**config.mk**
```make
export PLATFORM = sky130hd
export DESIGN_NAME = mul_result_queue_flat
export DESIGN_NICKNAME = d
export VERILOG_FILES = /design/src/verilog/mul_pkg.sv /design/src/verilog/mul_pipe_if.sv /design/src/verilog/mul_result_queue.sv /design/src/flat_wrapper.sv
export SDC_FILE = /design/constraint.sdc
export NUM_CORES = 1
export LEC_CHECK = 0
export ABC_AREA = 1
export BUFFER_PORTS_ARGS = -buffer_cell sky130_fd_sc_hd__buf_2
export CAP_MARGIN = 40
export CORE_MARGIN = 10
export CORE_UTILIZATION = 50
export CTS_BUF_LIST = sky130_fd_sc_hd__clkbuf_2
export CTS_CLUSTER_SIZE = 40
export DETAILED_ROUTE_END_ITERATION = 16
export PLACE_DENSITY = 0.77
export SYNTH_ARGS = -nofsm -noshare
export SYNTH_HDL_FRONTEND = slang
export SYNTH_SLANG_ARGS = --single-unit
```
**constraint.sdc**
```tcl
create_clock -name clk -period 4.9 [get_ports clk]
set_clock_uncertainty 0.15 [all_clocks]
set_input_delay 0.245 -clock clk [delete_from_list [all_inputs] [get_ports clk]]
set_output_delay 0.245 -clock clk [all_outputs]
set_load 0.02 [all_outputs]
```
**src/verilog/mul_pkg.sv**
```systemverilog
`default_nettype none

package mul_pkg;

    // operand and result widths
    typedef logic [31:0] word_t;
    typedef logic [63:0] dword_t;

    // tags carried with every multiply
    typedef logic [6:0]  preg_t;
    typedef logic [6:0]  rs_id_t;
    typedef logic [31:0] pc_t;

    // multiply kind, low bits of funct3
    typedef logic [1:0]  mul_funct_t;

    localparam mul_funct_t FUNCT_MUL    = 2'b00;
    localparam mul_funct_t FUNCT_MULH   = 2'b01;
    localparam mul_funct_t FUNCT_MULHSU = 2'b10;
    localparam mul_funct_t FUNCT_MULHU  = 2'b11;

    // multiplies allowed between issue and bus transfer
    localparam int DEFAULT_QUEUE_DEPTH = 8;

endpackage

`default_nettype wire

```
**src/verilog/mul_pipe_if.sv**
```systemverilog
`timescale 1ns/1ns
`default_nettype none

interface mul_pipe_if;

    logic                valid;
    // operand magnitudes
    mul_pkg::word_t      op_a;
    mul_pkg::word_t      op_b;
    mul_pkg::dword_t     product;
    // result needs two's complement negation
    logic                negate;
    mul_pkg::mul_funct_t funct;
    mul_pkg::preg_t      preg;
    mul_pkg::rs_id_t     rs_id;
    mul_pkg::pc_t        pc;

    modport source (
        output valid, op_a, op_b, product, negate, funct, preg, rs_id, pc
    );

    modport sink (
        input valid, op_a, op_b, product, negate, funct, preg, rs_id, pc
    );

endinterface

`default_nettype wire

```
**src/verilog/mul_result_queue.sv**
```systemverilog
`timescale 1ns/1ns
`default_nettype none

module mul_result_queue #(
    parameter int QUEUE_DEPTH = mul_pkg::DEFAULT_QUEUE_DEPTH
) (
    input  wire              clk,
    input  wire              rst,
    input  wire              cdb_grant,
    mul_pipe_if.sink         exe,
    output logic             retire,
    output logic             cdb_valid,
    output mul_pkg::word_t   cdb_value,
    output mul_pkg::preg_t   cdb_preg,
    output mul_pkg::rs_id_t  cdb_rs,
    output mul_pkg::pc_t     cdb_pc
);

    localparam int PTR_W = $clog2(QUEUE_DEPTH);
    localparam int CNT_W = $clog2(QUEUE_DEPTH + 1);

    mul_pkg::dword_t  signed_product;
    mul_pkg::word_t   result_word;

    mul_pkg::word_t   q_value [QUEUE_DEPTH];
    mul_pkg::preg_t   q_preg  [QUEUE_DEPTH];
    mul_pkg::rs_id_t  q_rs    [QUEUE_DEPTH];
    mul_pkg::pc_t     q_pc    [QUEUE_DEPTH];

    logic [PTR_W-1:0] wr_ptr;
    logic [PTR_W-1:0] rd_ptr;
    logic [CNT_W-1:0] count;
    logic             push;
    logic             pop;

    // sign correction on the full product before word select
    assign signed_product = exe.negate ? -exe.product : exe.product;
    assign result_word    = (exe.funct == mul_pkg::FUNCT_MUL) ? signed_product[31:0]
                                                              : signed_product[63:32];

    assign push = exe.valid;
    assign pop  = cdb_valid && cdb_grant;

    always_ff @(posedge clk) begin
        if (push) begin
            q_value[wr_ptr] <= result_word;
            q_preg[wr_ptr]  <= exe.preg;
            q_rs[wr_ptr]    <= exe.rs_id;
            q_pc[wr_ptr]    <= exe.pc;
        end
    end

    always_ff @(posedge clk or posedge rst) begin
        if (rst) begin
            wr_ptr <= '0;
            rd_ptr <= '0;
        end else begin
            if (push) begin
                wr_ptr <= (wr_ptr == PTR_W'(QUEUE_DEPTH - 1)) ? '0 : wr_ptr + 1'b1;
            end
            if (pop) begin
                rd_ptr <= (rd_ptr == PTR_W'(QUEUE_DEPTH - 1)) ? '0 : rd_ptr + 1'b1;
            end
        end
    end

    always_ff @(posedge clk or posedge rst) begin
        if (rst) begin
            count <= '0;
        end else begin
            case ({push, pop})
                2'b10:   count <= count + 1'b1;
                2'b01:   count <= count - 1'b1;
                default: count <= count;
            endcase
        end
    end

    // head of queue held on the bus until granted
    assign cdb_valid = (count != '0);
    assign cdb_value = q_value[rd_ptr];
    assign cdb_preg  = q_preg[rd_ptr];
    assign cdb_rs    = q_rs[rd_ptr];
    assign cdb_pc    = q_pc[rd_ptr];

    // frees one issue credit
    assign retire = pop;

    // issue credits keep room for everything still in the tree
    assert property (@(posedge clk) disable iff (rst) push |-> count < CNT_W'(QUEUE_DEPTH));

endmodule

`default_nettype wire

```
**src/flat_wrapper.sv**
```systemverilog
// flat-port wrapper written by rule: the top's interface ports become plain ports
module mul_result_queue_flat 
#(
    parameter int QUEUE_DEPTH = mul_pkg::DEFAULT_QUEUE_DEPTH
)
  (clk, rst, cdb_grant, retire, cdb_valid, cdb_value, cdb_preg, cdb_rs, cdb_pc, exe_valid, exe_op_a, exe_op_b, exe_product, exe_negate, exe_funct, exe_preg, exe_rs_id, exe_pc);
  mul_pipe_if exe_i ();
  input  wire clk;
  input  wire rst;
  input  wire cdb_grant;
  output logic retire;
  output logic cdb_valid;
  output mul_pkg::word_t cdb_value;
  output mul_pkg::preg_t cdb_preg;
  output mul_pkg::rs_id_t cdb_rs;
  output mul_pkg::pc_t cdb_pc;
  input wire logic [$bits(exe_i.valid)-1:0] exe_valid;
  input wire logic [$bits(exe_i.op_a)-1:0] exe_op_a;
  input wire logic [$bits(exe_i.op_b)-1:0] exe_op_b;
  input wire logic [$bits(exe_i.product)-1:0] exe_product;
  input wire logic [$bits(exe_i.negate)-1:0] exe_negate;
  input wire logic [$bits(exe_i.funct)-1:0] exe_funct;
  input wire logic [$bits(exe_i.preg)-1:0] exe_preg;
  input wire logic [$bits(exe_i.rs_id)-1:0] exe_rs_id;
  input wire logic [$bits(exe_i.pc)-1:0] exe_pc;
  assign exe_i.valid = exe_valid;
  assign exe_i.op_a = exe_op_a;
  assign exe_i.op_b = exe_op_b;
  assign exe_i.product = exe_product;
  assign exe_i.negate = exe_negate;
  assign exe_i.funct = exe_funct;
  assign exe_i.preg = exe_preg;
  assign exe_i.rs_id = exe_rs_id;
  assign exe_i.pc = exe_pc;
  mul_result_queue #(.QUEUE_DEPTH(QUEUE_DEPTH)) u_core (.clk(clk), .rst(rst), .cdb_grant(cdb_grant), .exe(exe_i), .retire(retire), .cdb_valid(cdb_valid), .cdb_value(cdb_value), .cdb_preg(cdb_preg), .cdb_rs(cdb_rs), .cdb_pc(cdb_pc));
endmodule
```
# After elaboration in Yosys (flattened, before gate mapping)
# Memories as Yosys holds them, arrays and structs flattened.
# Cells that the tools add are included.
# Widths: inputs -> output; s select.
[op_classes]
eq_ne = 4
n_mux = 7
reduce_logical = 4
n_addsub = 5
[op_table]
columns = ["operator", "count"]
rows = [
  ["$mux 64", 1],
  ["$neg 64->64", 1],
  ["$mux 32", 1],
  ["$pmux 4 s2", 1],
  ["$add 3x1->3 const B", 2],
  ["$eq 3x3->1 const B", 2],
  ["$mux 3", 2],
  ["$add 4x1->4 const B", 1],
  ["$reduce_bool 4->1", 1],
  ["$sub 4x1->4 const B", 1],
  ["$eq 2x1->1 const B", 1],
  ["$eq 2x2->1 const B", 1],
  ["$logic_not 2->1", 1],
  ["$mux 1", 2],
  ["$reduce_bool 2->1", 1],
  ["$logic_and 1x1->1", 1],
]
[totals]
ff_bits = 10
inputBits = 181
ramBits = 624
n_memories = 4
[memory_table]
columns = ["memory", "depth", "width", "rd", "rd_ports_with_merged_regs", "write_ports", "line", "source"]
rows = [
  ["u_core.q_pc", 8, 32, 1, 0, 1, "mul_result_queue.sv:28", "mul_pkg::pc_t q_pc [QUEUE_DEPTH];"],
  ["u_core.q_value", 8, 32, 1, 0, 1, "mul_result_queue.sv:25", "mul_pkg::word_t q_value [QUEUE_DEPTH];"],
  ["u_core.q_preg", 8, 7, 1, 0, 1, "mul_result_queue.sv:26", "mul_pkg::preg_t q_preg [QUEUE_DEPTH];"],
  ["u_core.q_rs", 8, 7, 1, 0, 1, "mul_result_queue.sv:27", "mul_pkg::rs_id_t q_rs [QUEUE_DEPTH];"],
]

# Depth between registers and ports, before layout
[logic_depth]
depth_word = 4
ltp_mapped = 11

# Least setup slack after synthesis
# OpenSTA, ideal clock, no wires.
[synth_timing]
path_type = "register -> register"
start = "register u_core.wr_ptr[0]"
end = "memory u_core.q_pc[0][0] (netlist bit) (enable)"
path_buffers = 0
setup_time_ns = 0.515
stages_incl_launch_ff = 3
synth_period_minus_slack_ns = 4.641
arrival_time_ns = 3.977
setup_slack_ns = 0.259
cell_sequence = "dfrtp_1 -> or2_2 -> nor2_1"
[synth_rtl]
columns = ["item", "line", "source"]
rows = [
  ["start: declaration", "mul_result_queue.sv:30", "logic [PTR_W-1:0] wr_ptr;"],
  ["start signal: assignment", "mul_result_queue.sv:59", "wr_ptr <= (wr_ptr == PTR_W'(QUEUE_DEPTH - 1)) ? '0 : wr_ptr + 1'b1;"],
  ["end: declaration", "mul_result_queue.sv:28", ""],
]
# Straight into the memory's write port.

# Final worst setup path
[layout_timing]
start = "input exe_product[2]"
end = "memory u_core.q_value[5][25] (netlist bit) (data pin)"
[layout_between]
elab_chain_cells = 3
[layout_rtl]
columns = ["item", "line", "source"]
rows = [
  ["start: declaration", "flat_wrapper.sv:20", "input wire logic [$bits(exe_i.product)-1:0] exe_product;"],
  ["$neg 64->64", "mul_result_queue.sv:37", "assign signed_product = exe.negate ? -exe.product : exe.product;"],
  ["$mux 64", "mul_result_queue.sv:37", ""],
  ["$mux 32", "mul_result_queue.sv:38", "assign result_word = (exe.funct == mul_pkg::FUNCT_MUL) ? signed_product[31:0]"],
  ["via u_core.result_word[25]", "mul_result_queue.sv:23", "mul_pkg::word_t result_word;"],
  ["end: declaration", "mul_result_queue.sv:25", ""],
]
# The timed path passes the listed nets, and every way through them passes these cells.

==> out/qor.yml <==
outcome:
  status: "finished, final reports clean"
pwr:
  powerDensity_nw_per_um2: 509
  p_leak_nw: 11.7
  switchingPower_w: 0.00665
  combPwrFrac_pct: 37.7
  pwr-share-seq_pct: 42.0
  vdd_drop_max_uv: 375
  swShare_pct: 39.9
  fin_total_pwr_w: 0.0167
  internal_power_w: 0.0100
  power_frac_clock_pct: 20.3
timing:
  maxSlewViolCount: 0
  tns_ns: 0
  setup_viol: 0
  max_freq_ghz: 0.209
  period_minus_slack_ns: 4.79
  layout_setup_ws_ns: 0.109
  fin_crit_sh_pct: 97.8
  timing.slew.headroom_pct: 36.5
  rsz0062_at_grt: "false"
  hold_viol: 0
  worst_pin_slew_ns: 0.942
yosys:
  ys_types: 42
  synth_top_area_cell: "edfxtp_1"
  synth_area_leaders: "edfxtp_1 69%, nor2_1 8.5%, o21ai_0 6.5%, nand2_1 3.1%, a31oi_1 1.9%"
  seq_area_frac_synth_pct: 69.5
  synth_nets: 2607
  synth_top_cell_area_share_pct: 68.6
  netlist_instances: 2418
  ys_warn_count: 0
  ys_ff_latch: 634
  syn_area_sq_um: 27300
  avgSynthCellArea_sq_um: 11.3
placed_design:
  io_buffers: 196
  place_area_sq_um: 28900
  dp_slack_ns: 1.70
  dpl.hpwl_um: 40100
  gp_congestion: 0.954
layout:
  nets: 3101
  final_cell_mix: "624 x edfxtp_1, 609 x nor2_1, 353 x o21ai_0"
  fin_area_sq_um: 32800
  final_common_cell: "edfxtp_1"
  syn2layout_area_growth_pct: 20.1
  register_area_sq_um: 19000
  drive_above_1_share_pct: 17.8
  multi_input_area_sq_um: 7440
  filler_cell_count: 4176
worst_setup_path:
  slowest_stage: "dlygate4sd3_1"
  r2r_start: "u_core.wr_ptr[0]"
  critPathBufInv: 8
  cp_max_fo: 8
  cp.arrival_ns: 5.55
  crit_family: "buffers and inverters"
  cp_slowest_stage_delay_ns: 0.70
  cp_cell_sequence: "dlygate4sd3_1 > buf_2 > nor2_1 > dlygate4sd3_1 > nand2_1 > dlygate4sd3_1 > nor2_1 > dlygate4sd3_1 > nand2_1 > o21ai_4 > nand2_1 > nand2_1 > dlygate4sd3_1 > nand3_1 > dlygate4sd3_1 > nand2_1 > dlygate4sd3_1"
  critPathKind: "primary input to flip-flop"
  worstPathRequired_ns: 5.66
  end_kind: "flip-flop"
  startpoint: "exe_product[2]"
  start_kind: "primary input"
  crit_top_cell: "dlygate4sd3_1"
grt:
  antenna_found_initial: 2
  grt_max_degree: 152
  grt_overflow: 0
  track_usage_pct: 21.9
  grt_util_met2_pct: 36.9
  grt_pass1_vias: 20998
  grt_pass1_wl_um: 111000
  grtUsageMet3_pct: 4.94
  met1_usage_pct: 26.8
  top_usage_layer: "met2"
drt:
  dr_total_vias: 20724
  avgViaCountPerCell: 5.58
  drt_iter0_markers: 1917
  drc: 0
  final_antenna_net_count: 0
  wire_per_inst_um: 19.2
  first_pass_iters: 5
  drt-total-wl_um: 71200
floorplanning:
  fp.coreArea_sq_um: 53900
  start_util_pct: 50.6
  io_pins: 261
  die_height_um: 254
  rows: 85
  die_w_um: 254
  dieArea_sq_um: 64400
clock_network:
  cts_buffer_depth: 3
  path_clk_slew_ns: 0.08
  cts_root_buffer: "clkbuf_2"
  numCtsBuffers: 144
  cts_num_sinks: 634
  ctsHtreeMaxLevel: 4
  post-cts-setup-buffers: 0
  cts_tree: "done"
  insertion_delay_ns: 1.10
flow_run:
  cap_violations: 0
min_path:
  min-delay-start: "exe_product[0]"
  hp-class: "primary input to flip-flop"
==> worst register-to-register path, stage by stage, from the launching register on <==
cell and delay [ns]:
dfrtp_1 0.42, or2_2 0.41, nor2_4 0.47, buf_4 0.66
==> stage by stage <==
| step | hold slack, ns | util [%] | instances |
|---|---|---|---|
| final | 0.156 | 60.8 | 3712 |
| after global routing | 0.132 | 60.8 | 3712 |
| after CTS | 0.0124 | 60.8 | 3709 |
| after detailed placement | 0.100 | 53.5 | 3208 |
| after global placement | 0.0853 | 53.5 | 3206 |
| after floorplan | -0.0648 | - | 2418 |
==> cells in the mapped netlist, drive strengths merged <==
library cell,count
o21a,1
o211ai,2
xnor2,4
o22ai,78
nor2,684
dfrtp,10
buf,65
nand3b,7
ha,8
nand2,230
nand3,89
clkinv,2
and2,1
a31oi,81
clkbuf,68
or2,8
nand4,13
o21ai,358
xor2,2
edfxtp,624
a21o,1
a21boi,1
a21oi,16
o21bai,3
and3,2
inv,60
==> state kept, by name (all words and copies together) (netlist names) <==
| signal | cells |
|---|---|
| u_core.q_rs | 56 |
| u_core.q_pc | 256 |
| u_core.q_preg | 56 |
| u_core.rd_ptr | 3 |
| u_core.wr_ptr | 3 |
| u_core.q_value | 256 |
| u_core.count | 4 |
==> cell type report <==
cell class	instances	area share, %
sequential	634	57.9
timing repair buffer	481	11.8
clock buffer	197	3.01
clock inverter	51	1.16
antenna	2	0.0153
multi-input combinational	1589	22.7
inverter	62	0.748
tap	696	2.66
==> cells by family after synthesis <==
logic type / count (synthesis) / synth area share, %
fa+ha+maj: 8 / 0.367
flops: 634 / 69.5
compound gates: 541 / 10.8
xor+xnor: 6 / 0.192
buf+inv: 195 / 3.49
simple gates: 1034 / 15.6
==> power by group through the flow <==
stage                     sequential, W  combinational (W)  clock, W
after CTS                       0.00701            0.00633   0.00346
final                           0.00702            0.00629   0.00338
after floorplan                 0.00700            0.00433         0
after global placement          0.00709            0.00595         0
after global routing            0.00707            0.00692   0.00375
after detailed placement        0.00713            0.00615         0
==> per-layer routing <==
layer  wire [um]  vias up
li1            -     9700
met1       28000     9961
met2       35500      922
met3        6060      141
met4        1680        0
met5           0        -
==> what timing repair did <==
action                                 4_1_cts  5_1_grt
hold buffers                               253        0
setup endpoints to repair                    0       23
endpoints found under the hold margin      957        0
gates resized for setup                      0        2
==> worst paths after layout <==
| kind | slack [ns] | endpoint | cells after the start |
|---|---|---|---|
| worst max-delay path | 0.11 | u_core.q_value[5][25] | 17 |
| min in group asynchronous | 0.60 | u_core.count[3] | 5 |
| worst min register to register | 0.35 | u_core.count[3] | 1 |
| worst min-delay path | 0.16 | u_core.q_value[0][0] | 4 |
| worst max register to register | 2.39 | u_core.q_pc[2][20] | 3 |
| max in group asynchronous | 3.64 | u_core.rd_ptr[0] | 5 |
No activity file was read; power rests on OpenSTA's default activity.
