==> src/verilog/mul_pkg.sv <==
`default_nettype none

package mul_pkg;

    // operand and result widths
    typedef logic [31:0] word_t;
    typedef logic [63:0] dword_t;

    // tags carried with every multiply
    typedef logic [6:0]  preg_t;
    typedef logic [6:0]  rs_id_t;
    typedef logic [31:0] pc_t;

    // multiply kind, low bits of funct3
    typedef logic [1:0]  mul_funct_t;

    localparam mul_funct_t FUNCT_MUL    = 2'b00;
    localparam mul_funct_t FUNCT_MULH   = 2'b01;
    localparam mul_funct_t FUNCT_MULHSU = 2'b10;
    localparam mul_funct_t FUNCT_MULHU  = 2'b11;

    // multiplies allowed between issue and bus transfer
    localparam int DEFAULT_QUEUE_DEPTH = 8;

endpackage

`default_nettype wire

==> src/verilog/mul_pipe_if.sv <==
`timescale 1ns/1ns
`default_nettype none

interface mul_pipe_if;

    logic                valid;
    // operand magnitudes
    mul_pkg::word_t      op_a;
    mul_pkg::word_t      op_b;
    mul_pkg::dword_t     product;
    // result needs two's complement negation
    logic                negate;
    mul_pkg::mul_funct_t funct;
    mul_pkg::preg_t      preg;
    mul_pkg::rs_id_t     rs_id;
    mul_pkg::pc_t        pc;

    modport source (
        output valid, op_a, op_b, product, negate, funct, preg, rs_id, pc
    );

    modport sink (
        input valid, op_a, op_b, product, negate, funct, preg, rs_id, pc
    );

endinterface

`default_nettype wire

==> src/verilog/csa_tree_execute.sv <==
`timescale 1ns/1ns
`default_nettype none

module csa_tree_execute (
    input  wire        clk,
    input  wire        rst,
    mul_pipe_if.sink   dec,
    mul_pipe_if.source exe
);

    mul_pkg::dword_t     pp       [32];
    mul_pkg::dword_t     s1_sum_d [16];
    mul_pkg::dword_t     s1_cry_d [16];
    mul_pkg::dword_t     s1_sum   [16];
    mul_pkg::dword_t     s1_cry   [16];
    mul_pkg::dword_t     s2_sum_d [8];
    mul_pkg::dword_t     s2_cry_d [8];
    mul_pkg::dword_t     s2_sum   [8];
    mul_pkg::dword_t     s2_cry   [8];
    mul_pkg::dword_t     s3_sum_d [4];
    mul_pkg::dword_t     s3_cry_d [4];
    mul_pkg::dword_t     s3_sum   [4];
    mul_pkg::dword_t     s3_cry   [4];
    mul_pkg::dword_t     s4_sum_d [2];
    mul_pkg::dword_t     s4_cry_d [2];
    mul_pkg::dword_t     s4_sum   [2];
    mul_pkg::dword_t     s4_cry   [2];
    mul_pkg::dword_t     fin_sum;
    mul_pkg::dword_t     fin_cry;

    // side band, one entry per CSA stage
    logic [3:0]          v_q;
    logic                neg_q  [4];
    mul_pkg::mul_funct_t fn_q   [4];
    mul_pkg::preg_t      preg_q [4];
    mul_pkg::rs_id_t     rs_q   [4];
    mul_pkg::pc_t        pc_q   [4];

    // 3:2 compressor, carry already shifted to its weight
    function automatic void csa3(input mul_pkg::dword_t a, input mul_pkg::dword_t b,
                                 input mul_pkg::dword_t c, output mul_pkg::dword_t sum,
                                 output mul_pkg::dword_t cry);
        sum = a ^ b ^ c;
        cry = ((a & b) | (b & c) | (a & c)) << 1;
    endfunction

    // two sum/carry pairs down to one
    function automatic void csa42(input mul_pkg::dword_t w, input mul_pkg::dword_t x,
                                  input mul_pkg::dword_t y, input mul_pkg::dword_t z,
                                  output mul_pkg::dword_t sum, output mul_pkg::dword_t cry);
        mul_pkg::dword_t t_sum;
        mul_pkg::dword_t t_cry;
        csa3(w, x, y, t_sum, t_cry);
        csa3(t_sum, t_cry, z, sum, cry);
    endfunction

    always_comb begin
        for (int i = 0; i < 32; i++) begin
            pp[i] = dec.op_b[i] ? (mul_pkg::dword_t'(dec.op_a) << i) : '0;
        end
        for (int i = 0; i < 16; i++) begin
            csa3(pp[2*i], pp[2*i+1], '0, s1_sum_d[i], s1_cry_d[i]);
        end
    end

    always_comb begin
        for (int i = 0; i < 8; i++) begin
            csa42(s1_sum[2*i], s1_cry[2*i], s1_sum[2*i+1], s1_cry[2*i+1],
                  s2_sum_d[i], s2_cry_d[i]);
        end
        for (int i = 0; i < 4; i++) begin
            csa42(s2_sum[2*i], s2_cry[2*i], s2_sum[2*i+1], s2_cry[2*i+1],
                  s3_sum_d[i], s3_cry_d[i]);
        end
        for (int i = 0; i < 2; i++) begin
            csa42(s3_sum[2*i], s3_cry[2*i], s3_sum[2*i+1], s3_cry[2*i+1],
                  s4_sum_d[i], s4_cry_d[i]);
        end
        // last pair merge ahead of the carry-propagate add
        csa42(s4_sum[0], s4_cry[0], s4_sum[1], s4_cry[1], fin_sum, fin_cry);
    end

    always_ff @(posedge clk) begin
        s1_sum <= s1_sum_d;
        s1_cry <= s1_cry_d;
        s2_sum <= s2_sum_d;
        s2_cry <= s2_cry_d;
        s3_sum <= s3_sum_d;
        s3_cry <= s3_cry_d;
        s4_sum <= s4_sum_d;
        s4_cry <= s4_cry_d;
    end

    always_ff @(posedge clk or posedge rst) begin
        if (rst) begin
            v_q       <= '0;
            exe.valid <= 1'b0;
        end else begin
            v_q       <= {v_q[2:0], dec.valid};
            exe.valid <= v_q[3];
        end
    end

    always_ff @(posedge clk) begin
        neg_q[0]  <= dec.negate;
        fn_q[0]   <= dec.funct;
        preg_q[0] <= dec.preg;
        rs_q[0]   <= dec.rs_id;
        pc_q[0]   <= dec.pc;
        for (int k = 1; k < 4; k++) begin
            neg_q[k]  <= neg_q[k-1];
            fn_q[k]   <= fn_q[k-1];
            preg_q[k] <= preg_q[k-1];
            rs_q[k]   <= rs_q[k-1];
            pc_q[k]   <= pc_q[k-1];
        end
    end

    always_ff @(posedge clk) begin
        exe.product <= fin_sum + fin_cry;
        exe.negate  <= neg_q[3];
        exe.funct   <= fn_q[3];
        exe.preg    <= preg_q[3];
        exe.rs_id   <= rs_q[3];
        exe.pc      <= pc_q[3];
    end

    // magnitudes are consumed here
    assign exe.op_a = '0;
    assign exe.op_b = '0;

    // the result queue takes every cycle of exe valid as a push
    assert property (@(posedge clk) disable iff (rst) !$isunknown(exe.valid));

endmodule

`default_nettype wire

==> src/flat_wrapper.sv <==
// flat-port wrapper written by rule: the top's interface ports become plain ports
module csa_tree_execute_flat 
  (clk, rst, dec_valid, dec_op_a, dec_op_b, dec_product, dec_negate, dec_funct, dec_preg, dec_rs_id, dec_pc, exe_valid, exe_op_a, exe_op_b, exe_product, exe_negate, exe_funct, exe_preg, exe_rs_id, exe_pc);
  mul_pipe_if dec_i ();
  mul_pipe_if exe_i ();
  input  wire clk;
  input  wire rst;
  input wire logic [$bits(dec_i.valid)-1:0] dec_valid;
  input wire logic [$bits(dec_i.op_a)-1:0] dec_op_a;
  input wire logic [$bits(dec_i.op_b)-1:0] dec_op_b;
  input wire logic [$bits(dec_i.product)-1:0] dec_product;
  input wire logic [$bits(dec_i.negate)-1:0] dec_negate;
  input wire logic [$bits(dec_i.funct)-1:0] dec_funct;
  input wire logic [$bits(dec_i.preg)-1:0] dec_preg;
  input wire logic [$bits(dec_i.rs_id)-1:0] dec_rs_id;
  input wire logic [$bits(dec_i.pc)-1:0] dec_pc;
  output wire logic [$bits(exe_i.valid)-1:0] exe_valid;
  output wire logic [$bits(exe_i.op_a)-1:0] exe_op_a;
  output wire logic [$bits(exe_i.op_b)-1:0] exe_op_b;
  output wire logic [$bits(exe_i.product)-1:0] exe_product;
  output wire logic [$bits(exe_i.negate)-1:0] exe_negate;
  output wire logic [$bits(exe_i.funct)-1:0] exe_funct;
  output wire logic [$bits(exe_i.preg)-1:0] exe_preg;
  output wire logic [$bits(exe_i.rs_id)-1:0] exe_rs_id;
  output wire logic [$bits(exe_i.pc)-1:0] exe_pc;
  assign dec_i.valid = dec_valid;
  assign dec_i.op_a = dec_op_a;
  assign dec_i.op_b = dec_op_b;
  assign dec_i.product = dec_product;
  assign dec_i.negate = dec_negate;
  assign dec_i.funct = dec_funct;
  assign dec_i.preg = dec_preg;
  assign dec_i.rs_id = dec_rs_id;
  assign dec_i.pc = dec_pc;
  assign exe_valid = exe_i.valid;
  assign exe_op_a = exe_i.op_a;
  assign exe_op_b = exe_i.op_b;
  assign exe_product = exe_i.product;
  assign exe_negate = exe_i.negate;
  assign exe_funct = exe_i.funct;
  assign exe_preg = exe_i.preg;
  assign exe_rs_id = exe_i.rs_id;
  assign exe_pc = exe_i.pc;
  csa_tree_execute u_core (.clk(clk), .rst(rst), .dec(dec_i), .exe(exe_i));
endmodule
==> config.mk <==
export PLATFORM = sky130hd
export DESIGN_NAME = csa_tree_execute_flat
export DESIGN_NICKNAME = d
export VERILOG_FILES = /design/src/verilog/mul_pkg.sv /design/src/verilog/mul_pipe_if.sv /design/src/verilog/csa_tree_execute.sv /design/src/flat_wrapper.sv
export SDC_FILE = /design/constraint.sdc
export NUM_CORES = 2
export LEC_CHECK = 0
export CAP_MARGIN = 20
export CORE_AREA = 2 2 350 490
export CTS_BUF_LIST = sky130_fd_sc_hd__clkbuf_4 sky130_fd_sc_hd__clkbuf_8 sky130_fd_sc_hd__clkbuf_16
export DETAILED_ROUTE_END_ITERATION = 8
export DIE_AREA = 0 0 352 492
export DONT_BUFFER_PORTS = 1
export PLACE_DENSITY = 0.66
export SETUP_SLACK_MARGIN = 0.02
export SLEW_MARGIN = 20
export SYNTH_ARGS = -nofsm -noshare
export SYNTH_HDL_FRONTEND = slang
export SYNTH_SLANG_ARGS = --single-unit
==> constraint.sdc <==
create_clock -name clk -period 4.7 [get_ports clk]
set_input_delay 0.47 -clock clk [delete_from_list [all_inputs] [get_ports clk]]
set_output_delay 0.47 -clock clk [all_outputs]
set_load 0.02 [all_outputs]
---- Yosys cells after proc, flatten, opt, wreduce, memory -nomap -nowiden ----
Memories as Yosys holds them, arrays and structs flattened. A register that Yosys moved wholly into a read port is not among the register bits.
Index checks and enable logic that the tools add are counted.
word-level totals
  register bits after elaboration ......... 3879
  latch bits .............................. 0
  memory bits (writable) .................. 196
  bits in read-only memories .............. 0
  input bits .............................. 180
  output and inout bits ................... 178
  logic and storage cells ................. 343
  memories kept ........................... 5
operators by class
  add/sub/neg operators ................... 1
  multiply operators ...................... 0
  div/mod/pow operators ................... 0
  order comparisons ....................... 0
  equal/unequal tests ..................... 0
  shift operators ......................... 0
  muxes and demuxes ....................... 32
  bitwise operators ....................... 242
  reduce and logical (&&, ||, !) cells .... 0
memory list
  memory         words  bits a word  read ports  clocked after Yosys merged registers in  write ports  line                    RTL
  u_core.pc_q    4      32           4           1                                        4            csa_tree_execute.sv:37  mul_pkg::pc_t pc_q [4];
  u_core.preg_q  4      7            4           1                                        4            csa_tree_execute.sv:35  mul_pkg::preg_t preg_q [4];
  u_core.rs_q    4      7            4           1                                        4            csa_tree_execute.sv:36  mul_pkg::rs_id_t rs_q [4];
  u_core.fn_q    4      2            4           1                                        4            csa_tree_execute.sv:34  mul_pkg::mul_funct_t fn_q [4];
  u_core.neg_q   4      1            4           1                                        4            csa_tree_execute.sv:33  logic neg_q [4];
operators by type and width
  cell              number
  $and A63 B63 Y63  106
  $xor A64 B64 Y64  76
  $or A63 B63 Y63   60
  $add A64 B64 Y64  1
  $mux W63          1
  $mux W62          1
  $mux W61          1
  $mux W60          1
  $mux W59          1
  $mux W58          1
  $mux W57          1
  $mux W56          1
  $mux W55          1
  $mux W54          1
  $mux W53          1
  $mux W52          1
  $mux W51          1
  $mux W50          1
  $mux W49          1
  $mux W48          1
  $mux W47          1
  $mux W46          1
  $mux W45          1
  $mux W44          1
  other kinds (12)  12

---- Logic depth before layout (Yosys ltp) ----
  word-level depth ........................ 7
  gate-level depth with buffers ........... 15

---- Worst setup path before layout ----
OpenSTA, ideal clock, no wires.
  kind .................................... reg2reg
  start ................................... reg u_core.s4_cry[89] in the netlist's numbering
  end ..................................... reg u_core.exe.product[62]
  setup time .............................. 0.123 ns
  arrival time ............................ 3.505 ns
  data required time ...................... 4.577 ns
  path slack .............................. 1.073 ns
  stages on the path, launching flop included .. 13
  clock period less this slack ............ 3.627 ns
  cell sequence ........................... dfxtp_1 > fa_1 > fa_1 > ha_1 > a21oi_2 > o21ai_1 > and3_4 > o311a_4 > o311ai_4 > a2111oi_2 > a2111oi_2 > o21ai_1 > xor2_1
between the ends
  longest elaborated chain between the ends .. 7
  elaborated cells between the ends (all ways) .. 14
  classes of those cells .................. 1 x add/sub; 13 x bitwise
ends and longest elaborated chain
  what                           line                     RTL
  from (decl)                    csa_tree_execute.sv:27   mul_pkg::dword_t s4_cry [2];
  from (signal assigned)         csa_tree_execute.sv:91   s4_cry <= s4_cry_d;
  $and A63 B63 Y63               csa_tree_execute.sv:44   cry = ((a & b) | (b & c) | (a & c)) << 1;
  $or A63 B63 Y63 (2 in series)  csa_tree_execute.sv:44
  $and A63 B63 Y63               csa_tree_execute.sv:44
  $or A63 B63 Y63 (2 in series)  csa_tree_execute.sv:44
  $add A64 B64 Y64 *             csa_tree_execute.sv:120  exe.product <= fin_sum + fin_cry;
  to (signal assigned)           csa_tree_execute.sv:120
  to (decl)                      mul_pipe_if.sv:19        output valid, op_a, op_b, product, negate, funct, preg, rs_id, pc
Every way passes the cells marked *; elsewhere a longest branch is shown, timed or not.

---- Final worst setup path ----
  start ................................... reg u_core.s4_cry[106] in the netlist's numbering
  end ..................................... reg u_core.exe.product[63]
The elaborated chain is that of the path after synthesis.

==> flow_summary.toml <==
[status]
outcome = "completed"

[logic_synthesis]
synthCells = 5733
synth_area_leaders = "dfxtp_1 56%, fa_1 22%, ha_1 9.8%"
synth_top_area_frac = 0.5588
synthFlopType = "dfxtp_1"
yosys-top-cells-count = "2342 x dfxtp_1, 1026 x and2_1, 905 x fa_1, 657 x ha_1, 206 x clkbuf_1"
ys_async_sr_fraction = 0.002130
syn_avg_cell_area_um2 = 14.63
netlist_area_mm2 = 0.08390
synth_warnings = 0
yosysSeqAreaShare = 0.5603
synth-edff-count = 0
yosys.area.top_type = "dfxtp_1"
ys_ff_latch = 2347
yosysMostFrequentCell = "dfxtp_1"
synth_cell_types = 57

[route]
vias = 40080
met2_length_um = 96480
ant_nets = 0
wl_met3_um = 7958
wl_per_cell_um = 20.78
drt_pass1_iterations = 5
totalWireLength_um = 173400
met1Wirelength_um = 64030
drt_iter0_drc = 1604
drc = 0
via_per_inst = 4.804
top_layer_used = "met4"

[pwr]
internal_power_uw = 42740
powerDensity_mw_per_mm2 = 678.0
power.switching_uw = 21980
clkPwrFrac = 0.279
p_sw_frac = 0.3396
combPwrFrac = 0.309
p_seq_frac = 0.412
p_leak_uw = 0.04302
max-vdd-ir-drop_v = 0.0007176
report.power.total_uw = 64710

[floorplanning]
dieArea_mm2 = 0.1732
pin_count = 358
start_util = 0.4962
design.core.area_mm2 = 0.1691
die_h_um = 492
core.rowCount = 179
die_w_um = 352

[clock_network]
cts.sinks = 2347
clk_latency_ns = 0.83
cts_tree = "done"
cts_resized = 0
clockBufferDepth = 3
cts_buffers = 211
clockRootBuffer = "clkbuf_16"
cts.clk_slew.worst_paths_ns = 0.07
htree_num_levels = 4

[sta]
rsz0062_at_grt = "false"
hold_viol_final = 0
fin_crit_sh = 0.9531
timing.fmax_mhz = 223.2
maxSlewHeadroom = 0.5622
final.setup.tns_ns = 0
worst_pin_slew_ns = 0.6402
setup-violations-final = 0
period_minus_slack_ns = 4.480
clock_skew_ns = 0.03061
drv_slew = 0

[worst_setup_path]
crit_type = "reg2reg"
reg2reg_depth = 12
cp-end-kind = "flop"
cpMostUsedCell = "fa_1"
r2r_end = "u_core.exe.product[63]$_DFF_P_"
rrSetupSlack_ns = 0.22
critPathLaunch = "u_core.s4_cry[106]$_DFF_P_"
critical_path_arrival_ns = 5.26
path_cells = "fa_1 -> fa_1 -> ha_1 -> nand4_1 -> nor4_1 -> nand2b_1 -> a2111oi_0 -> a211o_1 -> o2111a_1 -> o31ai_1 -> a21oi_1 -> xnor2_1"
crit_fanout = 5
critPathRequiredTime_ns = 5.48
cpMaxStageDelayCell = "nor4_1"
slowest_delay_ns = 0.65
regToRegStartpoint = "u_core.s4_cry[106]$_DFF_P_"
crit_path_start_kind = "flop"

[grt]
grt_pass1_vias = 46340
grt_pass1_wl_um = 273400
grt-ovfl-total = 0
grt_max_degree = 33
antenna_found_initial = 8
grt.total_usage = 0.2103

[place]
dp.cells = 7788
hpwlAfterDp_um = 118600
portBuffers = 0
place.gp.congestion = 0.8925

[hold_path]
min_from = "dec_op_b[6]"
min_to = "u_core.s1_sum[775]$_DFF_P_"
hold_depth = 3
hold_path_class = "in2reg"

[layout]
fin_cells = 8342
fillerInstances = 13400
syn2layout_area_growth_pct = 13.76
drive_gt1_frac = 0.07595
nNetsFinal = 7641

[flow_run]
max-cap-violations = 0
==> cell usage in the layout, fill, tap and decap left out, drive strengths merged, types with 30 or more instances in the layout <==
cell type    count
a21oi           69
and2          1026
buf             65
clkbuf         293
clkinv          43
conb            64
dfxtp         2342
dlygate4sd3     96
fa             905
ha             657
inv            193
nand2           38
o21ai           30
==> worst max-delay path, delay by kind of cell, from the launching register on <==
kind	cells	cell delay (ns)
fa+ha+maj	3	1.45
compound gates	5	1.51
flops	1	0.31
xor+xnor	1	0.14
simple gates	3	1.01
==> state kept, by name (all words and copies together) (netlist names), 81 cells and up <==
name	cells
u_core.s3_cry	136
u_core.s3_sum	160
u_core.pc_q	128
u_core.s4_cry	81
u_core.s4_sum	96
u_core.s2_cry	256
u_core.s1_cry	496
u_core.s2_sum	280
u_core.s1_sum	528
==> through the flow <==
stage            util  hold WS [ns]  instance area [um2]  worst slack [ns]
6_report       0.5645       0.09999                95450            0.2205
5_1_grt        0.5643       0.07565                95430           0.08206
4_1_cts        0.5643       0.04578                95420            0.3743
3_5_place_dp   0.5069        0.2621                85710            0.4036
3_3_place_gp   0.5069        0.2559                85710            0.5313
2_1_floorplan       -        0.2485                84140             1.073
==> repair_timing <==
| item | in CTS | in global routing |
|---|---|---|
| buffers inserted | 0 | 0 |
| hold buffers | 160 | 0 |
| hold endpoints to repair | 1079 | 0 |
==> layout make-up <==
type,instances,area [um2],share of cell area
well taps,2262,2830,0.02965
inverters,178,668.1,0.007000
repair buffers,161,2295,0.02404
multi-input cells,3000,35190,0.3687
diodes,10,25.02,0.0002622
flip-flops and latches,2347,47010,0.4925
clock inverters,91,1222,0.01281
clock buffers,293,6205,0.06501
==> logic make-up after synthesis <==
group                      after synthesis  share of synthesized area
and+or+nand+nor                       1146                    0.08344
DFF                                   2347                     0.5603
buffers and inverters                  449                    0.02304
AOI/OAI and AO/OA                      176                    0.01382
adders and majority gates             1562                     0.3139
xor gates and xnor gates                52                   0.005428
other                                    1                 0.00004470
==> routing by layer <==
layer | vias up | global-route usage
met2 | 771 | 0.4035
met5 | - | 0
li1 | 18270 | -
met3 | 277 | 0.04159
met1 | 20760 | 0.2306
met4 | 0 | 0.06419
==> how the worst max path moves through the flow <==
stage,end,cells after the start
after floorplan,u_core.exe.product[62]$_DFF_P_,12
after global placement,u_core.exe.product[63]$_DFF_P_,12
after detailed placement,u_core.exe.product[63]$_DFF_P_,12
after CTS,u_core.exe.product[63]$_DFF_P_,12
after global routing,u_core.exe.product[63]$_DFF_P_,12
final,u_core.exe.product[63]$_DFF_P_,12
==> power by group through the flow <==
stage	clock (uW)	combinational [uW]	sequential, uW
4_1_cts	18500	20400	26800
5_1_grt	19300	22400	27100
6_report	18100	20000	26700
3_5_place_dp	0	19600	27200
3_3_place_gp	0	19300	27100
2_1_floorplan	0	12400	26200
No activity file was read; power rests on OpenSTA's default activity.
