===== src/verilog/mul_pkg.sv =====
`default_nettype none

package mul_pkg;

    // operand and result widths
    typedef logic [31:0] word_t;
    typedef logic [63:0] dword_t;

    // tags carried with every multiply
    typedef logic [6:0]  preg_t;
    typedef logic [6:0]  rs_id_t;
    typedef logic [31:0] pc_t;

    // multiply kind, low bits of funct3
    typedef logic [1:0]  mul_funct_t;

    localparam mul_funct_t FUNCT_MUL    = 2'b00;
    localparam mul_funct_t FUNCT_MULH   = 2'b01;
    localparam mul_funct_t FUNCT_MULHSU = 2'b10;
    localparam mul_funct_t FUNCT_MULHU  = 2'b11;

    // multiplies allowed between issue and bus transfer
    localparam int DEFAULT_QUEUE_DEPTH = 8;

endpackage

`default_nettype wire


===== src/verilog/mul_pipe_if.sv =====
`timescale 1ns/1ns
`default_nettype none

interface mul_pipe_if;

    logic                valid;
    // operand magnitudes
    mul_pkg::word_t      op_a;
    mul_pkg::word_t      op_b;
    mul_pkg::dword_t     product;
    // result needs two's complement negation
    logic                negate;
    mul_pkg::mul_funct_t funct;
    mul_pkg::preg_t      preg;
    mul_pkg::rs_id_t     rs_id;
    mul_pkg::pc_t        pc;

    modport source (
        output valid, op_a, op_b, product, negate, funct, preg, rs_id, pc
    );

    modport sink (
        input valid, op_a, op_b, product, negate, funct, preg, rs_id, pc
    );

endinterface

`default_nettype wire


===== src/verilog/mul_issue_decode.sv =====
`timescale 1ns/1ns
`default_nettype none

module mul_issue_decode #(
    parameter int QUEUE_DEPTH = mul_pkg::DEFAULT_QUEUE_DEPTH
) (
    input  wire                      clk,
    input  wire                      rst,
    input  wire                      issue_valid,
    output logic                     issue_ready,
    input  wire mul_pkg::mul_funct_t issue_funct,
    input  wire mul_pkg::word_t      issue_a,
    input  wire mul_pkg::word_t      issue_b,
    input  wire mul_pkg::preg_t      issue_preg,
    input  wire mul_pkg::rs_id_t     issue_rs,
    input  wire mul_pkg::pc_t        issue_pc,
    input  wire                      retire,
    mul_pipe_if.source               dec
);

    localparam int CNT_W = $clog2(QUEUE_DEPTH + 1);

    logic [CNT_W-1:0] in_flight;
    logic             accept;
    logic             a_signed;
    logic             b_signed;
    logic             a_neg;
    logic             b_neg;
    mul_pkg::word_t   mag_a;
    mul_pkg::word_t   mag_b;

    assign issue_ready = (in_flight != CNT_W'(QUEUE_DEPTH));
    assign accept      = issue_valid && issue_ready;

    // MULH signs both operands, MULHSU only rs1
    assign a_signed = (issue_funct == mul_pkg::FUNCT_MULH) ||
                      (issue_funct == mul_pkg::FUNCT_MULHSU);
    assign b_signed = (issue_funct == mul_pkg::FUNCT_MULH);

    assign a_neg = a_signed && issue_a[31];
    assign b_neg = b_signed && issue_b[31];

    // most negative value maps onto itself as unsigned 2^31
    assign mag_a = a_neg ? -issue_a : issue_a;
    assign mag_b = b_neg ? -issue_b : issue_b;

    // credits for every multiply not yet on the bus
    always_ff @(posedge clk or posedge rst) begin
        if (rst) begin
            in_flight <= '0;
        end else if (accept && !retire) begin
            in_flight <= in_flight + 1'b1;
        end else if (!accept && retire) begin
            in_flight <= in_flight - 1'b1;
        end
    end

    always_ff @(posedge clk or posedge rst) begin
        if (rst) begin
            dec.valid <= 1'b0;
        end else begin
            dec.valid <= accept;
        end
    end

    always_ff @(posedge clk) begin
        if (accept) begin
            dec.op_a   <= mag_a;
            dec.op_b   <= mag_b;
            dec.negate <= a_neg ^ b_neg;
            dec.funct  <= issue_funct;
            dec.preg   <= issue_preg;
            dec.rs_id  <= issue_rs;
            dec.pc     <= issue_pc;
        end
    end

    // product is formed downstream
    assign dec.product = '0;

    // retire pulses come from the result queue
    assert property (@(posedge clk) disable iff (rst) in_flight <= CNT_W'(QUEUE_DEPTH));

endmodule

`default_nettype wire


===== src/flat_wrapper.sv =====
// flat-port wrapper written by rule: the top's interface ports become plain ports
module mul_issue_decode_flat 
#(
    parameter int QUEUE_DEPTH = mul_pkg::DEFAULT_QUEUE_DEPTH
)
  (clk, rst, issue_valid, issue_ready, issue_funct, issue_a, issue_b, issue_preg, issue_rs, issue_pc, retire, dec_valid, dec_op_a, dec_op_b, dec_product, dec_negate, dec_funct, dec_preg, dec_rs_id, dec_pc);
  mul_pipe_if dec_i ();
  input  wire clk;
  input  wire rst;
  input  wire issue_valid;
  output logic issue_ready;
  input  wire mul_pkg::mul_funct_t issue_funct;
  input  wire mul_pkg::word_t issue_a;
  input  wire mul_pkg::word_t issue_b;
  input  wire mul_pkg::preg_t issue_preg;
  input  wire mul_pkg::rs_id_t issue_rs;
  input  wire mul_pkg::pc_t issue_pc;
  input  wire retire;
  output wire logic [$bits(dec_i.valid)-1:0] dec_valid;
  output wire logic [$bits(dec_i.op_a)-1:0] dec_op_a;
  output wire logic [$bits(dec_i.op_b)-1:0] dec_op_b;
  output wire logic [$bits(dec_i.product)-1:0] dec_product;
  output wire logic [$bits(dec_i.negate)-1:0] dec_negate;
  output wire logic [$bits(dec_i.funct)-1:0] dec_funct;
  output wire logic [$bits(dec_i.preg)-1:0] dec_preg;
  output wire logic [$bits(dec_i.rs_id)-1:0] dec_rs_id;
  output wire logic [$bits(dec_i.pc)-1:0] dec_pc;
  assign dec_valid = dec_i.valid;
  assign dec_op_a = dec_i.op_a;
  assign dec_op_b = dec_i.op_b;
  assign dec_product = dec_i.product;
  assign dec_negate = dec_i.negate;
  assign dec_funct = dec_i.funct;
  assign dec_preg = dec_i.preg;
  assign dec_rs_id = dec_i.rs_id;
  assign dec_pc = dec_i.pc;
  mul_issue_decode #(.QUEUE_DEPTH(QUEUE_DEPTH)) u_core (.clk(clk), .rst(rst), .issue_valid(issue_valid), .issue_ready(issue_ready), .issue_funct(issue_funct), .issue_a(issue_a), .issue_b(issue_b), .issue_preg(issue_preg), .issue_rs(issue_rs), .issue_pc(issue_pc), .retire(retire), .dec(dec_i));
endmodule

===== config.mk =====
export PLATFORM = sky130hd
export DESIGN_NAME = mul_issue_decode_flat
export DESIGN_NICKNAME = d
export VERILOG_FILES = /design/src/verilog/mul_pkg.sv /design/src/verilog/mul_pipe_if.sv /design/src/verilog/mul_issue_decode.sv /design/src/flat_wrapper.sv
export SDC_FILE = /design/constraint.sdc
export NUM_CORES = 1
export LEC_CHECK = 0
export BUFFER_PORTS_ARGS = -buffer_cell sky130_fd_sc_hd__buf_2
export CAP_MARGIN = 40
export CORE_ASPECT_RATIO = 0.5
export CORE_MARGIN = 1.5
export CORE_UTILIZATION = 47
export CTS_BUF_LIST = sky130_fd_sc_hd__clkbuf_8
export DETAILED_ROUTE_END_ITERATION = 8
export PLACE_DENSITY = 0.83
export SYNTH_ARGS = -nofsm -noshare
export SYNTH_HDL_FRONTEND = slang
export SYNTH_SLANG_ARGS = --single-unit

===== constraint.sdc =====
create_clock -name clk -period 6.3 [get_ports clk]
set_clock_uncertainty 0.15 [all_clocks]
set_input_delay 1.26 -clock clk [delete_from_list [all_inputs] [get_ports clk]]
set_output_delay 1.26 -clock clk [all_outputs]
set_load 0.01 [all_outputs]

# Word-level counts from Yosys, hierarchy flattened

Cells that the tools add are included.

Input port bits: 116
Register bits after elaboration: 118
Output and inout port bits: 179
Logic and storage cells: 30

Bitwise logic cells: 1
$add $sub $neg: 4
Muxes and demuxes: 4
Reductions and logical operators: 9
Equality and inequality tests: 3

Operator list:

| kind                                              | number |
|---|---|
| two-way mux 32 bit                                | 2 |
| negation 32 bit                                   | 2 |
| two-way mux 4 bit                                 | 2 |
| logical AND 1 bit                                 | 5 |
| adder 4 x 1 -> 4 bit (second input constant)      | 1 |
| != test 4 bit (second input constant)             | 1 |
| subtractor 4 x 1 -> 4 bit (second input constant) | 1 |
| == test 2 x 1 -> 1 bit (second input constant)    | 1 |
| == test 2 bit (second input constant)             | 1 |
| zero test 1 bit                                   | 2 |
| nonzero test 2 bit                                | 1 |
| logical OR 1 bit                                  | 1 |
| bitwise XOR 1 bit                                 | 1 |

# Logic depth before layout (Yosys ltp)

Gate-level depths: netlist of run 1.

Word-level depth: 6
Mapped depth: 9
Depth with buffers taken out: 9

# Worst setup path before layout of run 1

OpenSTA, ideal clock, no wires.

Path type: input-to-reg
Start point: input port issue_valid
End point: register u_core.in_flight[3]
Setup time: 0.080 ns
Cell stages on the path: 8
Data required time: 6.070 ns
Path buffers: 0
Path slack: 0.630 ns
Arrival time: 5.440 ns
Path through: and2_1 -> ha_1 -> inv_1 -> ha_1 -> a21o_1 -> a21oi_1 -> mux2i_1 -> xnor2_1

Cells in the longest elaborated chain, start to end: 4

Ends and longest elaborated chain:

| what                         | line                   | RTL |
|---|---|---|
| start: declaration           | flat_wrapper.sv:10     | `input wire issue_valid;` |
| logical AND 1 bit *          | mul_issue_decode.sv:33 | `assign accept = issue_valid && issue_ready;` |
| zero test 1 bit              | mul_issue_decode.sv:53 | `end else if (!accept && retire) begin` |
| logical AND 1 bit            | mul_issue_decode.sv:53 |  |
| nonzero test 2 bit (no line) | n/a                    |  |
| end signal: assignment       | mul_issue_decode.sv:52 | `in_flight <= in_flight + 1'b1;` |
| end signal: assignment       | mul_issue_decode.sv:54 | `in_flight <= in_flight - 1'b1;` |
| end: declaration             | mul_issue_decode.sv:23 | `logic [CNT_W-1:0] in_flight;` |

Every way passes the cells marked *; elsewhere a longest branch is shown, timed or not.
A chain may end at the register's enable or synchronous reset.

# Worst setup path after layout of run 1

Start point: input port issue_a[1]
End point: register u_core.dec.op_a[28] (data pin)

Cells in the longest elaborated chain, start to end: 2

Ends and longest elaborated chain:

| what                   | line                   | RTL |
|---|---|---|
| start: declaration     | flat_wrapper.sv:13     | `input wire mul_pkg::word_t issue_a;` |
| negation 32 bit        | mul_issue_decode.sv:44 | `assign mag_a = a_neg ? -issue_a : issue_a;` |
| two-way mux 32 bit     | mul_issue_decode.sv:44 |  |
| via u_core.mag_a[28]   | mul_issue_decode.sv:29 | `mul_pkg::word_t mag_a;` |
| end signal: assignment | mul_issue_decode.sv:68 | `dec.op_a <= mag_a;` |
| end: declaration       | mul_pipe_if.sv:19      | `output valid, op_a, op_b, product, negate, funct, preg, rs_id, pc` |

The timed path passes the listed nets, and every way through them passes these cells.

==> results of run 1 <==
worst max-delay path: stages:
cell	delay, ns
buf_2	0.12
inv_1	0.07
ha_1	0.22
or4b_2	0.65
nor4b_2	0.72
a41oi_1	0.27
xor2_1	0.21
metal layers:
| layer | vias up | global-route usage | wire length [microns] |
|---|---|---|---|
| met4 | 0 | 0.0981 | 290 |
| met3 | 24 | 0.0594 | 1130 |
| met2 | 195 | 0.379 | 7060 |
| met5 | - | 0 | 0 |
| met1 | 1937 | 0.227 | 5050 |
| li1 | 1932 | - | - |
cells in the final DEF (no fill, tap or decap), types with 2 or more instances in the layout:
cell type / instances
nand2_1: 5
clkinvlp_4: 5
edfxtp_1: 113
nor2_1: 26
clkinv_1: 2
nor4_1: 5
and4_1: 2
ha_1: 6
xor2_1: 29
buf_2: 230
nor3_1: 11
o21ai_0: 11
and2_1: 4
nand4_1: 5
o41ai_1: 9
or3_1: 4
xnor2_1: 33
nand3_1: 5
or4b_4: 2
conb_1: 64
dfrtp_1: 5
a41oi_1: 4
o31ai_1: 9
or4_1: 8
a31oi_1: 16
a21oi_1: 10
bufinv_16: 4
nor2b_1: 2
clkbuf_8: 17
clkinv_2: 2
or4b_2: 2
inv_1: 14
cells by family (layout without fill, tap and decap cells):
group	after synthesis	in the layout
compound gates	60	60
simple gates	88	88
buf+inv	86	277
xor+xnor	62	62
other cells	1	64
flops	118	118
mux	2	2
fa+ha+maj	7	7
sequential cells by signal, indices dropped and copies added, names as in the netlist:
signal,cells
u_core.dec.funct,2
u_core.dec.negate,1
u_core.dec.op_a,32
u_core.dec.op_b,32
u_core.dec.pc,32
u_core.dec.preg,7
u_core.dec.rs_id,7
u_core.dec.valid,1
u_core.in_flight,4
synth_stat cells (all sizes together) (6+ instances only):
cell type,count,area [sq um]
o21ai,11,55.1
xor2,29,254
o31ai,9,67.6
inv,13,48.8
or4,8,60.1
nor4,6,43.8
ha,6,75.1
xnor2,33,289
o41ai,9,78.8
nor3,11,55.1
nor2,26,97.6
clkbuf,9,35.0
buf,64,480
a31oi,16,100
a21oi,10,50.1
edfxtp,113,3390
metrics by stage:
stage          worst slack, ns  hold WS [ns]
5_1_grt                   2.72         0.376
3_5_place_dp              2.40         0.337
2_1_floorplan            0.630         0.289
6_report                  2.79         0.347
3_3_place_gp              2.48         0.304
4_1_cts                   2.82         0.351
report_power, final:
part / leakage [nW] / switching (mW) / total (mW) / internal (mW)
Combinational: 1.70 / 0.269 / 0.444 / 0.175
Sequential: 1.16 / 0.0378 / 1.06 / 1.02
Clock: 0.200 / 0.311 / 0.736 / 0.425
area by class of cell:
| type | count | area [sq um] | share of cell area |
|---|---|---|---|
| tap | 165 | 206 | 0.0287 |
| timing repair buffer | 232 | 1190 | 0.165 |
| clock buffer | 17 | 234 | 0.0326 |
| multi-input combinational | 283 | 1800 | 0.251 |
| sequential | 118 | 3520 | 0.490 |
| inverter | 13 | 48.8 | 0.00679 |
| clock inverter | 15 | 188 | 0.0261 |
worst paths after layout:
| check | to | from |
|---|---|---|
| max reg2reg | u_core.in_flight[3]$_DFFE_PP0P_ | u_core.in_flight[0]$_DFFE_PP0P_ |
| min reg2reg | u_core.in_flight[3]$_DFFE_PP0P_ | u_core.in_flight[3]$_DFFE_PP0P_ |
| min in group asynchronous | u_core.dec.valid$_DFF_PP0_ | rst |
| max in group asynchronous | u_core.in_flight[3]$_DFFE_PP0P_ | rst |
| min | u_core.in_flight[3]$_DFFE_PP0P_ | u_core.in_flight[3]$_DFFE_PP0P_ |
| max | u_core.dec.op_a[28]$_DFFE_PP_ | issue_a[1] |
==> impl_results.md, run 1 <==
- Critical path data arrival time: 3.52 ns
- Vias in the first global route: 3833
- Vias: 4088
- Root Driver: clkbuf_8
- CP Data Required Time: 6.31 ns
- Slew @ Worst Pin: 0.960 ns
- Area after DPL: 6760 sq um
- Clock Latency Late Sink: 0.42 ns
- Result of the run: completed
- R2R Setup Slk: 3.19 ns
- Static Leak: 3.06 nW
- Pwr dens: 311 nW/um^2
- Netlist cell types: 39
- Area growth, synth to finish: 27.2%
- Rows: 28
- Dpl hpwl: 10100 microns
- Grt ovf: 0
- Largest net degree at the start of global routing: 53
- Worst-path clk slew: 0.07 ns
- Total wire length: 13500 microns
- Die Y: 80.5 microns
- Synth Area in Adders: 0.0168
- Nets: 788
- Slew headroom: 0.354
- Initial core utilization: 0.480
- Post-synth EDFFs: 113
- IO buf count: 230
- CTS tree: built
- Post-Syn Area: 5650 sq um
- H-tree levels: 4
- Inserted Clock Buffers: 17
- DRC: 0
- Hold path cells: 1
- Finished Core Util: 0.610
- Io pins: 295
- Routed wire per std cell: 16.0 microns
- Final std cells w/o fill: 843
- Multiplexer share of the synthesized area: 0.00377
- N_diodes: 0
- Wire length of the first global-routing pass: 19600 microns
- Crit end category: flop
- RSZ-0062 raised after global routing: no
- Fmax: 285 MHz
- Worst Hold Class: flop to flop
- Avg Inst Size Synth: 13.3 sq um
- Filler instances: 980
- Die area: 12700 sq um
- DP Cell Count: 811
- Largest family of logic cells by synthesized area: buffers and inverters
- Yosys warnings: 0
- Setup crit start kind: input pin
- Vias/cell: 4.85
- Compound-Gate Fraction of Synth Area: 0.0698
- Maximum vdd ir drop: 0.000129 V
- Total power: 2.24 mW
- Tmin final: 3.51 ns
- Share of cells above drive strength 1: 0.398
- Gr usage total: 0.208
- Final setup fails: 0
- Worst Path Max Fanout: 8
- CTS Sinks: 118
- Synth Area in Simple Gates: 0.0899
- Kind of critical path: input pin to flop
- FF-to-FF path depth: 9
- Die width: 158 microns
- Seq cells post-synth: 118
- Slew Limit Fails: 0
- Antenna Nets Post-Route: 0
- Initial DRC count: 297
- Routability congestion estimate: 0.872
- Synth async-reset ratio: 0.0424
- Initial antenna violation count: 0
- Final Cycle Share: 0.557
- Seq/Total Area, Yosys: 0.623
- Post-CTS Hold Fix Bufs: 0
- Design area: 7190 sq um
- TNS Setup: 0 ns
- Main flop type after synthesis: edfxtp_1
- 1st-pass router iterations: 4
- Post-cts repair resize count: 0
- Max Cap Viol: 0
- Fin. Hold Viols: 0
- Total setup buffers inserted after CTS: 0
- XOR/XNOR Fraction of Synth Area: 0.0961
- CTS Buffer Depth: 2
- Core area: 11800 sq um
- Cell count after synthesis: 424
No activity file was read; power rests on OpenSTA's default activity.
==> run 2, diff against run 1 <==
--- a/config.mk
+++ b/config.mk
@@ -9,10 +9,10 @@
 export CAP_MARGIN = 40
 export CORE_ASPECT_RATIO = 0.5
 export CORE_MARGIN = 1.5
-export CORE_UTILIZATION = 47
+export CORE_UTILIZATION = 42
 export CTS_BUF_LIST = sky130_fd_sc_hd__clkbuf_8
 export DETAILED_ROUTE_END_ITERATION = 8
-export PLACE_DENSITY = 0.83
+export PLACE_DENSITY = 0.78
 export SYNTH_ARGS = -nofsm -noshare
 export SYNTH_HDL_FRONTEND = slang
 export SYNTH_SLANG_ARGS = --single-unit
==> constraint.sdc (replaced) <==
create_clock -name clk -period 3.13 [get_ports clk]
set_clock_uncertainty 0.15 [all_clocks]
set_input_delay 0.626 -clock clk [delete_from_list [all_inputs] [get_ports clk]]
set_output_delay 0.626 -clock clk [all_outputs]
set_load 0.01 [all_outputs]
==> run 2 against run 1 <==
Compared with the run above: wire length grew 1.2%; final area up 0.99%; combinational power rose by 100%; register-to-register slack lost 2.8 ns.
==> impl_results.md, run 2 (same netlist as run 1, synthesis figures left out) <==
- Routed wire per std cell: 16.0 microns (-0.37%)
- Static Leak: 3.12 nW (+1.7%)
- Vias/cell: 4.84 (-0.17%)
- DRC: 0 (unchanged)
- Post-route setup slack: 0.436 ns (-2.35 ns)
- CP Data Required Time: 3.32 ns (-2.99 ns)
- Gr usage total: 0.191 (-0.0174)
- Initial core utilization: 0.438 (-0.0413)
- Worst Hold Class: input pin to flop
- Final Cycle Share: 0.861
- RSZ-0062 raised after global routing: no
- DP Cell Count: 822 (+1.4%)
- Met3 WL: 1030 microns (-9.1%)
- Result of the run: completed
- Fin. Hold Viols: 0 (unchanged)
- Total setup buffers inserted after CTS: 0 (unchanged)
- Post-cts repair resize count: 0 (unchanged)
- FF-to-FF path depth: 9 (unchanged)
- Commonest non-fill, non-tap cell in the layout: buf_2
- Slew Limit Fails: 0 (unchanged)
- Crit end category: flop
- Final std cells w/o fill: 856 (+1.5%)
- Critical path data arrival time: 2.88 ns (-0.64 ns)
- Clock Latency Late Sink: 0.41 ns (about the same)
- 1st-pass router iterations: 7 (+3)
- Slew @ Worst Pin: 0.789 ns (-0.171 ns)
- Rows: 29 (+3.6%)
- CTS Sinks: 118 (unchanged)
- Final setup fails: 0 (unchanged)
- Antenna Nets Post-Route: 0 (unchanged)
- Nets: 795 (+0.89%)
- Inserted Clock Buffers: 17 (unchanged)
- Uppermost layer routed: met4
- TNS Setup: 0 ns (unchanged)
- Worst-path clk slew: 0.07 ns (about the same)
- Wire length on met1: 5120 microns (+1.4%)
- Area growth, synth to finish: 28.5%
- Largest net degree at the start of global routing: 115 (+120%)
- Dpl hpwl: 10200 microns (+1.3%)
- Wire length of the first global-routing pass: 20500 microns (+4.7%)
- Initial antenna violation count: 1 (+1)
- IO buf count: 230 (unchanged)
- CTS tree: built
- Grt ovf: 0 (unchanged)
- Pwr dens: 618 nW/um^2 (+99%)
- Share of cells above drive strength 1: 0.404 (+0.00615)
- Tmin final: 2.69 ns
- Die area: 14200 sq um (+12%)
- Worst Path Max Fanout: 4 (-4)
- Total power: 4.48 mW (+100%)
- Place WS: 0.0638 ns (-2.34 ns)
- Initial DRC count: 334 (+12%)
- Hold path cells: 1 (unchanged)
- Routability congestion estimate: 0.805 (-7.6%)
- Core area: 12900 sq um (+9.4%)
- Vias in the first global route: 4060 (+5.9%)
- Most frequent cells in the layout: buf_2 (230), edfxtp_1 (113), conb_1 (64)
- Root Driver: clkbuf_8
- Kind of critical path: flop to flop
- Max Cap Viol: 0 (unchanged)
- H-tree levels: 4 (unchanged)
- Vias: 4144 (+1.4%)
- Io pins: 295 (unchanged)
- Die width: 167 microns (+5.7%)
- Post-CTS Hold Fix Bufs: 1 (+1)
- Largest regs: u_core.dec.op_a (32), u_core.dec.op_b (32), u_core.dec.pc (32)
- Die Y: 85 microns (+5.6%)
- Maximum vdd ir drop: 0.000283 V (+120%)
- Total wire length: 13700 microns (+1.2%)
- Setup crit start kind: flop
- Slew headroom: 0.474 (+0.120)
- Met2 wire len: 7110 microns (+0.65%)
- Fmax: 371 MHz
- CTS Buffer Depth: 2 (unchanged)
==> run 2: layout make-up <==
class	count	area (sq um)
timing repair buffer	239	1230
sequential	118	3520
multi-input combinational	283	1820
clock inverter	11	131
clock buffer	21	289
antenna	1	2.50
tap	170	213
inverter	13	48.8
fill	1041	5620
==> run 2: layer usage <==
metal  vias to the layer above  global-route usage
met4                         0               0.103
met3                        33              0.0602
met5                         -                   0
li1                       1949                   -
met2                       203               0.346
met1                      1959               0.202
==> run 2: stage by stage <==
stage | instance area (sq um) | hold slack, ns | util
4_1_cts | 7250 | 0.199 | 0.563
2_1_floorplan | 5900 | 0.255 | -
6_report | 7260 | 0.229 | 0.563
3_3_place_gp | 6820 | 0.306 | 0.530
5_1_grt | 7260 | 0.176 | 0.563
3_5_place_dp | 6820 | 0.320 | 0.530
==> run 2: worst paths after layout <==
path | start | endpoint | slack [ns]
worst max register to register | u_core.in_flight[0]$_DFFE_PP0P_ | u_core.in_flight[3]$_DFFE_PP0P_ | 0.44
worst min register to register | u_core.in_flight[3]$_DFFE_PP0P_ | u_core.in_flight[3]$_DFFE_PP0P_ | 0.33
max in group asynchronous | rst | u_core.in_flight[2]$_DFFE_PP0P_ | 2.13
min in group asynchronous | rst | u_core.dec.valid$_DFF_PP0_ | 0.51
worst min-delay path | issue_preg[5] | u_core.dec.preg[5]$_DFFE_PP_ | 0.23
worst max-delay path | u_core.in_flight[0]$_DFFE_PP0P_ | u_core.in_flight[3]$_DFFE_PP0P_ | 0.44
==> run 2: worst max-delay path, cell delays in order, from the launching register on <==
cell and delay [ns]:
dfrtp_1 0.44, or4b_4 0.56, and2_4 0.17, ha_4 0.15
inv_1 0.13, ha_1 0.25, a21o_1 0.17, a21oi_1 0.19
mux2i_1 0.25, xnor2_1 0.14
==> run 2: power breakdown <==
part / internal, mW / switching, mW
clock: 0.861 / 0.590
combinational: 0.357 / 0.542
sequential: 2.05 / 0.0814
